## src/design/hdc_pkg.sv

```systemverilog
package hdc_pkg;

    // hypervector geometry
    localparam int hv_width   = 64;
    localparam int item_depth = 16;
    localparam int sym_bits   = 4;

    // position wraps modulo hv_width
    localparam int pos_bits  = 6;

    // distance spans 0 to hv_width inclusive
    localparam int dist_bits = 7;

    typedef logic [hv_width-1:0] hv_t;

    // operations issued from decode to execute
    typedef enum logic [2:0] {
        op_none,
        op_clear,
        op_item_wr,
        op_bind,
        op_finish,
        op_ref_wr
    } hv_op_e;

endpackage

```

## src/design/hdc_regs_pkg.sv

```systemverilog
package hdc_regs_pkg;

    localparam int apb_addr_bits = 8;
    localparam int apb_data_bits = 32;

    // word offsets
    localparam logic [apb_addr_bits-1:0] reg_stage_lo = 8'h00;
    localparam logic [apb_addr_bits-1:0] reg_stage_hi = 8'h04;
    localparam logic [apb_addr_bits-1:0] reg_item     = 8'h08;
    localparam logic [apb_addr_bits-1:0] reg_ref      = 8'h0c;
    localparam logic [apb_addr_bits-1:0] reg_cmd      = 8'h10;
    localparam logic [apb_addr_bits-1:0] reg_status   = 8'h14;
    localparam logic [apb_addr_bits-1:0] reg_res_lo   = 8'h18;
    localparam logic [apb_addr_bits-1:0] reg_res_hi   = 8'h1c;
    localparam logic [apb_addr_bits-1:0] reg_dist     = 8'h20;

    // command register, bits 1:0
    localparam logic [1:0] cmd_clear  = 2'd1;
    localparam logic [1:0] cmd_bind   = 2'd2;
    localparam logic [1:0] cmd_finish = 2'd3;

    // symbol field in the command register
    localparam int cmd_sym_lsb = 4;

    // position field in the status register, done sits in bit 0
    localparam int status_pos_lsb = 8;

endpackage

```

## src/design/hv_op_if.sv

```systemverilog
interface hv_op_if;
    import hdc_pkg::*;

    // single-cycle strobe, always accepted
    logic                op_valid;
    hv_op_e              op;
    logic [sym_bits-1:0] sym;
    // staging value
    hv_t                 data;

    modport issuer (
        output op_valid, op, sym, data
    );

    modport executor (
        input op_valid, op, sym, data
    );

endinterface

```

## src/design/hdc_cmd_decode.sv

```systemverilog
module hdc_cmd_decode (
    input  logic                                   clk,
    input  logic                                   rst,
    input  logic                                   psel,
    input  logic                                   penable,
    input  logic                                   pwrite,
    input  logic [hdc_regs_pkg::apb_addr_bits-1:0] paddr,
    input  logic [hdc_regs_pkg::apb_data_bits-1:0] pwdata,
    output logic [hdc_regs_pkg::apb_data_bits-1:0] prdata,
    output logic                                   pready,
    output logic                                   pslverr,
    hv_op_if.issuer                                op_port,
    input  logic [hdc_pkg::pos_bits-1:0]           cur_pos,
    input  hdc_pkg::hv_t                           res_hv,
    input  logic [hdc_pkg::dist_bits-1:0]          res_dist,
    input  logic                                   res_done
);
    import hdc_pkg::*;
    import hdc_regs_pkg::*;

    logic [apb_data_bits-1:0] stage_lo;
    logic [apb_data_bits-1:0] stage_hi;
    logic [apb_data_bits-1:0] status_word;
    logic                     access;
    logic                     wr_access;
    logic                     addr_mapped;
    logic                     addr_read_only;
    hv_op_e                   op_next;
    logic [sym_bits-1:0]      sym_next;

    assign access    = psel && penable;
    assign wr_access = access && pwrite;

    // zero wait states, execute never stalls
    assign pready  = 1'b1;
    assign pslverr = access && (!addr_mapped || (pwrite && addr_read_only));

    always_comb begin
        addr_mapped    = 1'b1;
        addr_read_only = 1'b0;
        case (paddr)
            reg_stage_lo, reg_stage_hi, reg_item, reg_ref, reg_cmd: addr_read_only = 1'b0;
            reg_status, reg_res_lo, reg_res_hi, reg_dist:           addr_read_only = 1'b1;
            default:                                                addr_mapped    = 1'b0;
        endcase
    end

    // staging halves of the next item or reference
    always_ff @(posedge clk) begin
        if (rst) begin
            stage_lo <= '0;
            stage_hi <= '0;
        end else if (wr_access) begin
            if (paddr == reg_stage_lo) begin
                stage_lo <= pwdata;
            end
            if (paddr == reg_stage_hi) begin
                stage_hi <= pwdata;
            end
        end
    end

    // one operation per write access
    always_comb begin
        op_next  = op_none;
        sym_next = '0;
        if (wr_access) begin
            case (paddr)
                reg_item: begin
                    op_next  = op_item_wr;
                    sym_next = pwdata[sym_bits-1:0];
                end
                reg_ref: op_next = op_ref_wr;
                reg_cmd: begin
                    sym_next = pwdata[cmd_sym_lsb +: sym_bits];
                    case (pwdata[1:0])
                        cmd_clear:  op_next = op_clear;
                        cmd_bind:   op_next = op_bind;
                        cmd_finish: op_next = op_finish;
                        default:    op_next = op_none;
                    endcase
                end
                default: op_next = op_none;
            endcase
        end
    end

    assign op_port.op_valid = (op_next != op_none);
    assign op_port.op       = op_next;
    assign op_port.sym      = sym_next;
    assign op_port.data     = {stage_hi, stage_lo};

    always_comb begin
        status_word                               = '0;
        status_word[0]                            = res_done;
        status_word[status_pos_lsb +: pos_bits]   = cur_pos;
    end

    // write-only registers read back as zero
    always_comb begin
        case (paddr)
            reg_status:   prdata = status_word;
            reg_res_lo:   prdata = res_hv[apb_data_bits-1:0];
            reg_res_hi:   prdata = res_hv[hv_width-1:apb_data_bits];
            reg_dist:     prdata = {{(apb_data_bits-dist_bits){1'b0}}, res_dist};
            default:      prdata = '0;
        endcase
    end

endmodule

```

## src/design/hv_encode_unit.sv

```systemverilog
module hv_encode_unit (
    input  logic                         clk,
    input  logic                         rst,
    hv_op_if.executor                    op_port,
    output logic                         enc_valid,
    output hdc_pkg::hv_t                 enc_hv,
    output logic                         ref_valid,
    output hdc_pkg::hv_t                 ref_hv,
    output logic [hdc_pkg::pos_bits-1:0] cur_pos,
    output logic                         clear
);
    import hdc_pkg::*;

    hv_t                 item_mem [item_depth];
    hv_t                 item_q;
    hv_t                 item_rot;
    hv_t                 acc_q;
    logic [pos_bits-1:0] pos_q;
    logic [pos_bits-1:0] item_pos_q;
    logic                bind_q;
    logic                fin_q;
    logic                do_clear;
    logic                do_item_wr;
    logic                do_bind;
    logic                do_finish;
    logic                do_ref_wr;

    assign do_clear   = op_port.op_valid && (op_port.op == op_clear);
    assign do_item_wr = op_port.op_valid && (op_port.op == op_item_wr);
    assign do_bind    = op_port.op_valid && (op_port.op == op_bind);
    assign do_finish  = op_port.op_valid && (op_port.op == op_finish);
    assign do_ref_wr  = op_port.op_valid && (op_port.op == op_ref_wr);

    always_ff @(posedge clk) begin
        if (do_item_wr) begin
            item_mem[op_port.sym] <= op_port.data;
        end
    end

    // bind stage 1: read the item and capture its position
    // a bind still in stage 2 has not bumped pos_q yet, so count it here
    always_ff @(posedge clk) begin
        if (do_bind) begin
            item_q     <= item_mem[op_port.sym];
            item_pos_q <= pos_q + pos_bits'(bind_q);
        end
    end

    // rotate right, low half of the doubled vector
    assign item_rot = hv_t'({item_q, item_q} >> item_pos_q);

    // bind stage 2 and the finish delay line
    always_ff @(posedge clk) begin
        if (rst) begin
            bind_q    <= 1'b0;
            fin_q     <= 1'b0;
            enc_valid <= 1'b0;
            ref_valid <= 1'b0;
            acc_q     <= '0;
            pos_q     <= '0;
        end else begin
            bind_q    <= do_bind;
            fin_q     <= do_finish;
            enc_valid <= fin_q;
            ref_valid <= do_ref_wr;
            if (do_clear) begin
                acc_q <= '0;
                pos_q <= '0;
            end else if (bind_q) begin
                acc_q <= acc_q ^ item_rot;
                pos_q <= pos_q + 1'b1;
            end
        end
    end

    // reference goes through to the result block
    always_ff @(posedge clk) begin
        if (do_ref_wr) begin
            ref_hv <= op_port.data;
        end
    end

    assign enc_hv  = acc_q;
    assign cur_pos = pos_q;
    assign clear   = do_clear;

endmodule

```

## src/design/hv_match_result.sv

```systemverilog
module hv_match_result (
    input  logic                          clk,
    input  logic                          rst,
    input  logic                          enc_valid,
    input  hdc_pkg::hv_t                  enc_hv,
    input  logic                          ref_valid,
    input  hdc_pkg::hv_t                  ref_hv,
    input  logic                          clear,
    output hdc_pkg::hv_t                  res_hv,
    output logic [hdc_pkg::dist_bits-1:0] res_dist,
    output logic                          res_done
);
    import hdc_pkg::*;

    hv_t                  ref_q;
    hv_t                  diff;
    logic [dist_bits-1:0] dist_next;

    assign diff = enc_hv ^ ref_q;

    // hamming distance as popcount of the difference
    always_comb begin
        dist_next = '0;
        for (int i = 0; i < hv_width; i++) begin
            dist_next = dist_next + {{(dist_bits-1){1'b0}}, diff[i]};
        end
    end

    // class reference
    always_ff @(posedge clk) begin
        if (rst) begin
            ref_q <= '0;
        end else if (ref_valid) begin
            ref_q <= ref_hv;
        end
    end

    always_ff @(posedge clk) begin
        if (rst) begin
            res_hv   <= '0;
            res_dist <= '0;
        end else if (enc_valid) begin
            res_hv   <= enc_hv;
            res_dist <= dist_next;
        end
    end

    // done stays up until the next clear
    always_ff @(posedge clk) begin
        if (rst) begin
            res_done <= 1'b0;
        end else if (clear) begin
            res_done <= 1'b0;
        end else if (enc_valid) begin
            res_done <= 1'b1;
        end
    end

endmodule

```

## src/design/hdc_encoder_top.sv

```systemverilog
module hdc_encoder_top (
    input  logic                                   clk,
    input  logic                                   rst,
    input  logic                                   psel,
    input  logic                                   penable,
    input  logic                                   pwrite,
    input  logic [hdc_regs_pkg::apb_addr_bits-1:0] paddr,
    input  logic [hdc_regs_pkg::apb_data_bits-1:0] pwdata,
    output logic [hdc_regs_pkg::apb_data_bits-1:0] prdata,
    output logic                                   pready,
    output logic                                   pslverr
);
    import hdc_pkg::*;

    logic                 enc_valid;
    hv_t                  enc_hv;
    logic                 ref_valid;
    hv_t                  ref_hv;
    logic                 enc_clear;
    logic [pos_bits-1:0]  cur_pos;
    hv_t                  res_hv;
    logic [dist_bits-1:0] res_dist;
    logic                 res_done;

    // decode to execute
    hv_op_if op_bus ();

    hdc_cmd_decode i_cmd_decode (
        .clk      (clk),
        .rst      (rst),
        .psel     (psel),
        .penable  (penable),
        .pwrite   (pwrite),
        .paddr    (paddr),
        .pwdata   (pwdata),
        .prdata   (prdata),
        .pready   (pready),
        .pslverr  (pslverr),
        .op_port  (op_bus.issuer),
        .cur_pos  (cur_pos),
        .res_hv   (res_hv),
        .res_dist (res_dist),
        .res_done (res_done)
    );

    hv_encode_unit i_encode_unit (
        .clk       (clk),
        .rst       (rst),
        .op_port   (op_bus.executor),
        .enc_valid (enc_valid),
        .enc_hv    (enc_hv),
        .ref_valid (ref_valid),
        .ref_hv    (ref_hv),
        .cur_pos   (cur_pos),
        .clear     (enc_clear)
    );

    hv_match_result i_match_result (
        .clk       (clk),
        .rst       (rst),
        .enc_valid (enc_valid),
        .enc_hv    (enc_hv),
        .ref_valid (ref_valid),
        .ref_hv    (ref_hv),
        .clear     (enc_clear),
        .res_hv    (res_hv),
        .res_dist  (res_dist),
        .res_done  (res_done)
    );

endmodule

```

## config.mk

```make
export PLATFORM = sky130hd
export DESIGN_NAME = hdc_encoder_top
export DESIGN_NICKNAME = d
export VERILOG_FILES = /design/src/design/hdc_pkg.sv /design/src/design/hdc_regs_pkg.sv /design/src/design/hv_op_if.sv /design/src/design/hdc_cmd_decode.sv /design/src/design/hv_encode_unit.sv /design/src/design/hv_match_result.sv /design/src/design/hdc_encoder_top.sv
export SDC_FILE = /design/constraint.sdc
export NUM_CORES = 2
export LEC_CHECK = 0
export BUFFER_PORTS_ARGS = -buffer_cell sky130_fd_sc_hd__buf_4
export CORE_MARGIN = 4
export CORE_UTILIZATION = 35
export CTS_BUF_LIST = sky130_fd_sc_hd__clkbuf_16
export DETAILED_ROUTE_END_ITERATION = 8
export SLEW_MARGIN = 0
export SYNTH_ARGS = -nofsm -noshare
export SYNTH_HDL_FRONTEND = slang
export SYNTH_SLANG_ARGS = --single-unit
```

## constraint.sdc

```tcl
create_clock -name clk -period 7.85 [get_ports clk]
set_input_delay 0.785 -clock clk [delete_from_list [all_inputs] [get_ports clk]]
set_output_delay 0.785 -clock clk [all_outputs]
set_load 0.01 [all_outputs]
```

==> results.sh <==
export IMPL_final_common_cell="edfxtp_1"
export IMPL_path_buf_inv=3
export IMPL_crit_chain="xor2_1 -> ha_1 -> fa_1 -> fa_1 -> fa_1 -> fa_1 -> fa_1 -> fa_1 -> inv_1 -> fa_1 -> inv_1 -> fa_1 -> inv_1 -> fa_1 -> fa_1 -> nor2b_1 -> o21ai_0 -> nand2b_1 -> a21oi_1 -> nor2_1 -> nor2_1 -> a211oi_1"
export IMPL_fin_nets=3953
export IMPL_setup_viol=0
export IMPL_start_util=0.354
export IMPL_dieArea_sq_mm=0.172
export IMPL_overflow=0
export IMPL_mostFrequentLayoutCells="1158 x edfxtp_1, 402 x a22oi_1, 272 x dfxtp_1"
export IMPL_io_buffer_count=77
export IMPL_critPathCaptureType="flip-flop"
export IMPL_seq_area_frac_synth=0.697
export IMPL_routedWlPerCell_um=27.4
export IMPL_grt_max_degree=152
export IMPL_fin_crit_sh=0.836
export IMPL_hold_viol=0
export IMPL_boundaryPins=79
export IMPL_period_minus_slack_ps=6560
export IMPL_slew_headroom=0.214
export IMPL_initialDrtViolationCount=4313
export IMPL_synthCells=3824
export IMPL_startpoint_type="flip-flop"
export IMPL_synth_warnings=0
export IMPL_cts_buffer_depth=3
export IMPL_grt_pass1_vias=33200
export IMPL_fillers=14900
export IMPL_cts_tree="built"
export IMPL_first_pass_iters=9
export IMPL_insertion_delay_ps=790
export IMPL_critPathMaxFanout=3
export IMPL_tns_ps=0
export IMPL_dp_hpwl_mm=99.4
export IMPL_cts_buffers_inserted=142
export IMPL_maxSlewViolCount=0
export IMPL_cp_top_family="adder cells"
export IMPL_core_sq_mm=0.163
export IMPL_p_leak_nw=23.3
export IMPL_async_flop_share=0
export IMPL_cts_resized=0
export IMPL_dieWidth_um=414
export IMPL_peakVddDrop_mv=0.198
export IMPL_ant_nets=0
export IMPL_ys_ff_latch=1432
export IMPL_totalWireLength_mm=168
export IMPL_skew_ps=49.4
export IMPL_status="finished clean"
export IMPL_place_gp_congestion=0.935
export IMPL_cts_sinks=1432
export IMPL_finalPower_mw=14.7
export IMPL_rsz0062_at_grt="false"
export IMPL_cp_required_ps=8530
export IMPL_cpMostUsedCell="fa_1"
export IMPL_drcViolationCount=0
export IMPL_antenna_found_initial=7
export IMPL_fin_util=0.400
export IMPL_grt_total_usage=0.189
export IMPL_synth_cell_types=53
export IMPL_hold_class="in -> reg"
export IMPL_drive_gt1_frac=0.119
export IMPL_clockRootBuffer="clkbuf_16"
export IMPL_post_cts_buffers=0
export IMPL_synth_avg_cell_area_sq_um=15.1
export IMPL_cts_clk_slew_worst_paths_ps=60
export IMPL_htreeDepth=4
export IMPL_synth_edf_count=1158
export IMPL_p_per_area_mw_per_mm2=225
export IMPL_vias=35000
export IMPL_netlist_area_sq_mm=0.0578
export IMPL_critPathSlowestCell="fa_1"
export IMPL_areaGrowthSynthToFinish_pct=12.9
export IMPL_maxCapViolCount=0
export IMPL_grt_pass1_wl_mm=241
export IMPL_max_freq_mhz=152
export IMPL_cts_hold_buffers=0
export IMPL_arrival_ps=7250
export IMPL_num_rows=148
export IMPL_dominantRegCellSynth="edfxtp_1"
export IMPL_tightestPinTransition_ps=1180
export IMPL_die_height_um=414
export IMPL_critical_path_class="reg -> reg"
export IMPL_slowest_delay_ps=550
export IMPL_synth_nets=3944
export IMPL_vias_per_cell=5.71
## logic make-up (layout without fill, tap and decap cells)
logic type / count (synthesis) / count (layout) / share of synthesized area
flops: 1432 / 1432 / 0.697
compound gates: 1028 / 1028 / 0.132
simple gates: 543 / 543 / 0.0415
buf+inv: 344 / 471 / 0.0261
mux: 260 / 260 / 0.0589
xor+xnor: 141 / 141 / 0.0214
fa+ha+maj: 75 / 75 / 0.0233
other cells: 1 / 6 / 0.0000649
## cells in the mapped netlist, drive strengths merged (6+ instances only)
master	instances	area, sq um
a21oi	213	1070
a221oi	128	1320
a222oi	13	130
a22o	149	1310
a22oi	402	3020
buf	122	672
clkbuf	153	574
dfxtp	274	5490
edfxtp	1158	34800
fa	54	1080
ha	21	263
inv	69	259
mux2i	196	1960
mux4	64	1440
nand2	190	713
nand3	9	50.1
nor2	239	905
nor2b	6	37.5
nor3	8	73.8
o21ai	8	47.5
o22ai	104	651
or3	59	374
or4	8	60.1
xnor2	87	762
xor2	54	473
## where the power goes
| part | internal, mW | switching [mW] | total, mW |
|---|---|---|---|
| combinational | 0.0214 | 0.0587 | 0.0801 |
| sequential | 8.09 | 0.000643 | 8.09 |
| clock | 3.60 | 2.93 | 6.54 |
## area by class of cell
type	count	area, sq um	share of cell area
Antenna cell	5	12.5	0.000192
Clock buffer	144	3600	0.0552
Clock inverter	118	883	0.0135
Inverter	69	259	0.00397
Multi-Input combinational cell	2048	16300	0.249
Sequential cell	1432	40300	0.617
Tap cell	2175	2720	0.0417
Timing Repair Buffer	140	1240	0.0190
## layer usage
layer  global-route usage  routed length (um)
met2                0.274               73600
met4               0.0489                3410
met5                    0                  13
met1                0.287               75800
met3               0.0397               14900
## flip-flops by register name, indices dropped and copies added, names as in the netlist
register,cells
i_encode_unit.item_mem,1024
i_encode_unit.enc_hv,64
i_encode_unit.item_q,64
i_encode_unit.ref_hv,64
i_match_result.ref_q,64
i_match_result.res_hv,64
i_cmd_decode.stage_hi,32
i_cmd_decode.stage_lo,32
i_match_result.res_dist,7
i_encode_unit.cur_pos,6
i_encode_unit.item_pos_q,6
i_encode_unit.bind_q,1
i_encode_unit.enc_valid,1
i_encode_unit.fin_q,1
i_encode_unit.ref_valid,1
i_match_result.res_done,1
## path summary, 6_finish.rpt
check	start	end	slack, ps	cells after the start
max	i_encode_unit.enc_hv[1]	i_match_result.res_dist[6]	1290	22
max reg2reg	i_encode_unit.enc_hv[1]	i_match_result.res_dist[6]	1290	22
min	pwdata[25]	i_cmd_decode.stage_hi[25]	240	3
min reg2reg	i_encode_unit.fin_q	i_encode_unit.enc_valid	470	1
## stage by stage
step,instances,worst slack [ps],cell area [sq um],hold WS (ps)
2_1_floorplan,3824,1580,57800,414
3_3_place_gp,5864,1280,60800,447
3_5_place_dp,5864,1270,60800,463
4_1_cts,6126,1270,65200,187
5_1_grt,6126,944,65200,228
6_report,6131,1290,65300,243
## worst reg2reg max path: stages (launching register included)
cell	delay [ps]
dfxtp_1	410
xor2_1	220
ha_1	270
fa_1	460
fa_1	550
fa_1	450
fa_1	520
fa_1	430
fa_1	490
inv_1	50
fa_1	470
inv_1	50
fa_1	470
inv_1	50
fa_1	410
fa_1	470
nor2b_1	120
o21ai_0	80
nand2b_1	110
a21oi_1	80
nor2_1	90
nor2_1	50
a211oi_1	210
(Power assumes the default switching activity.)
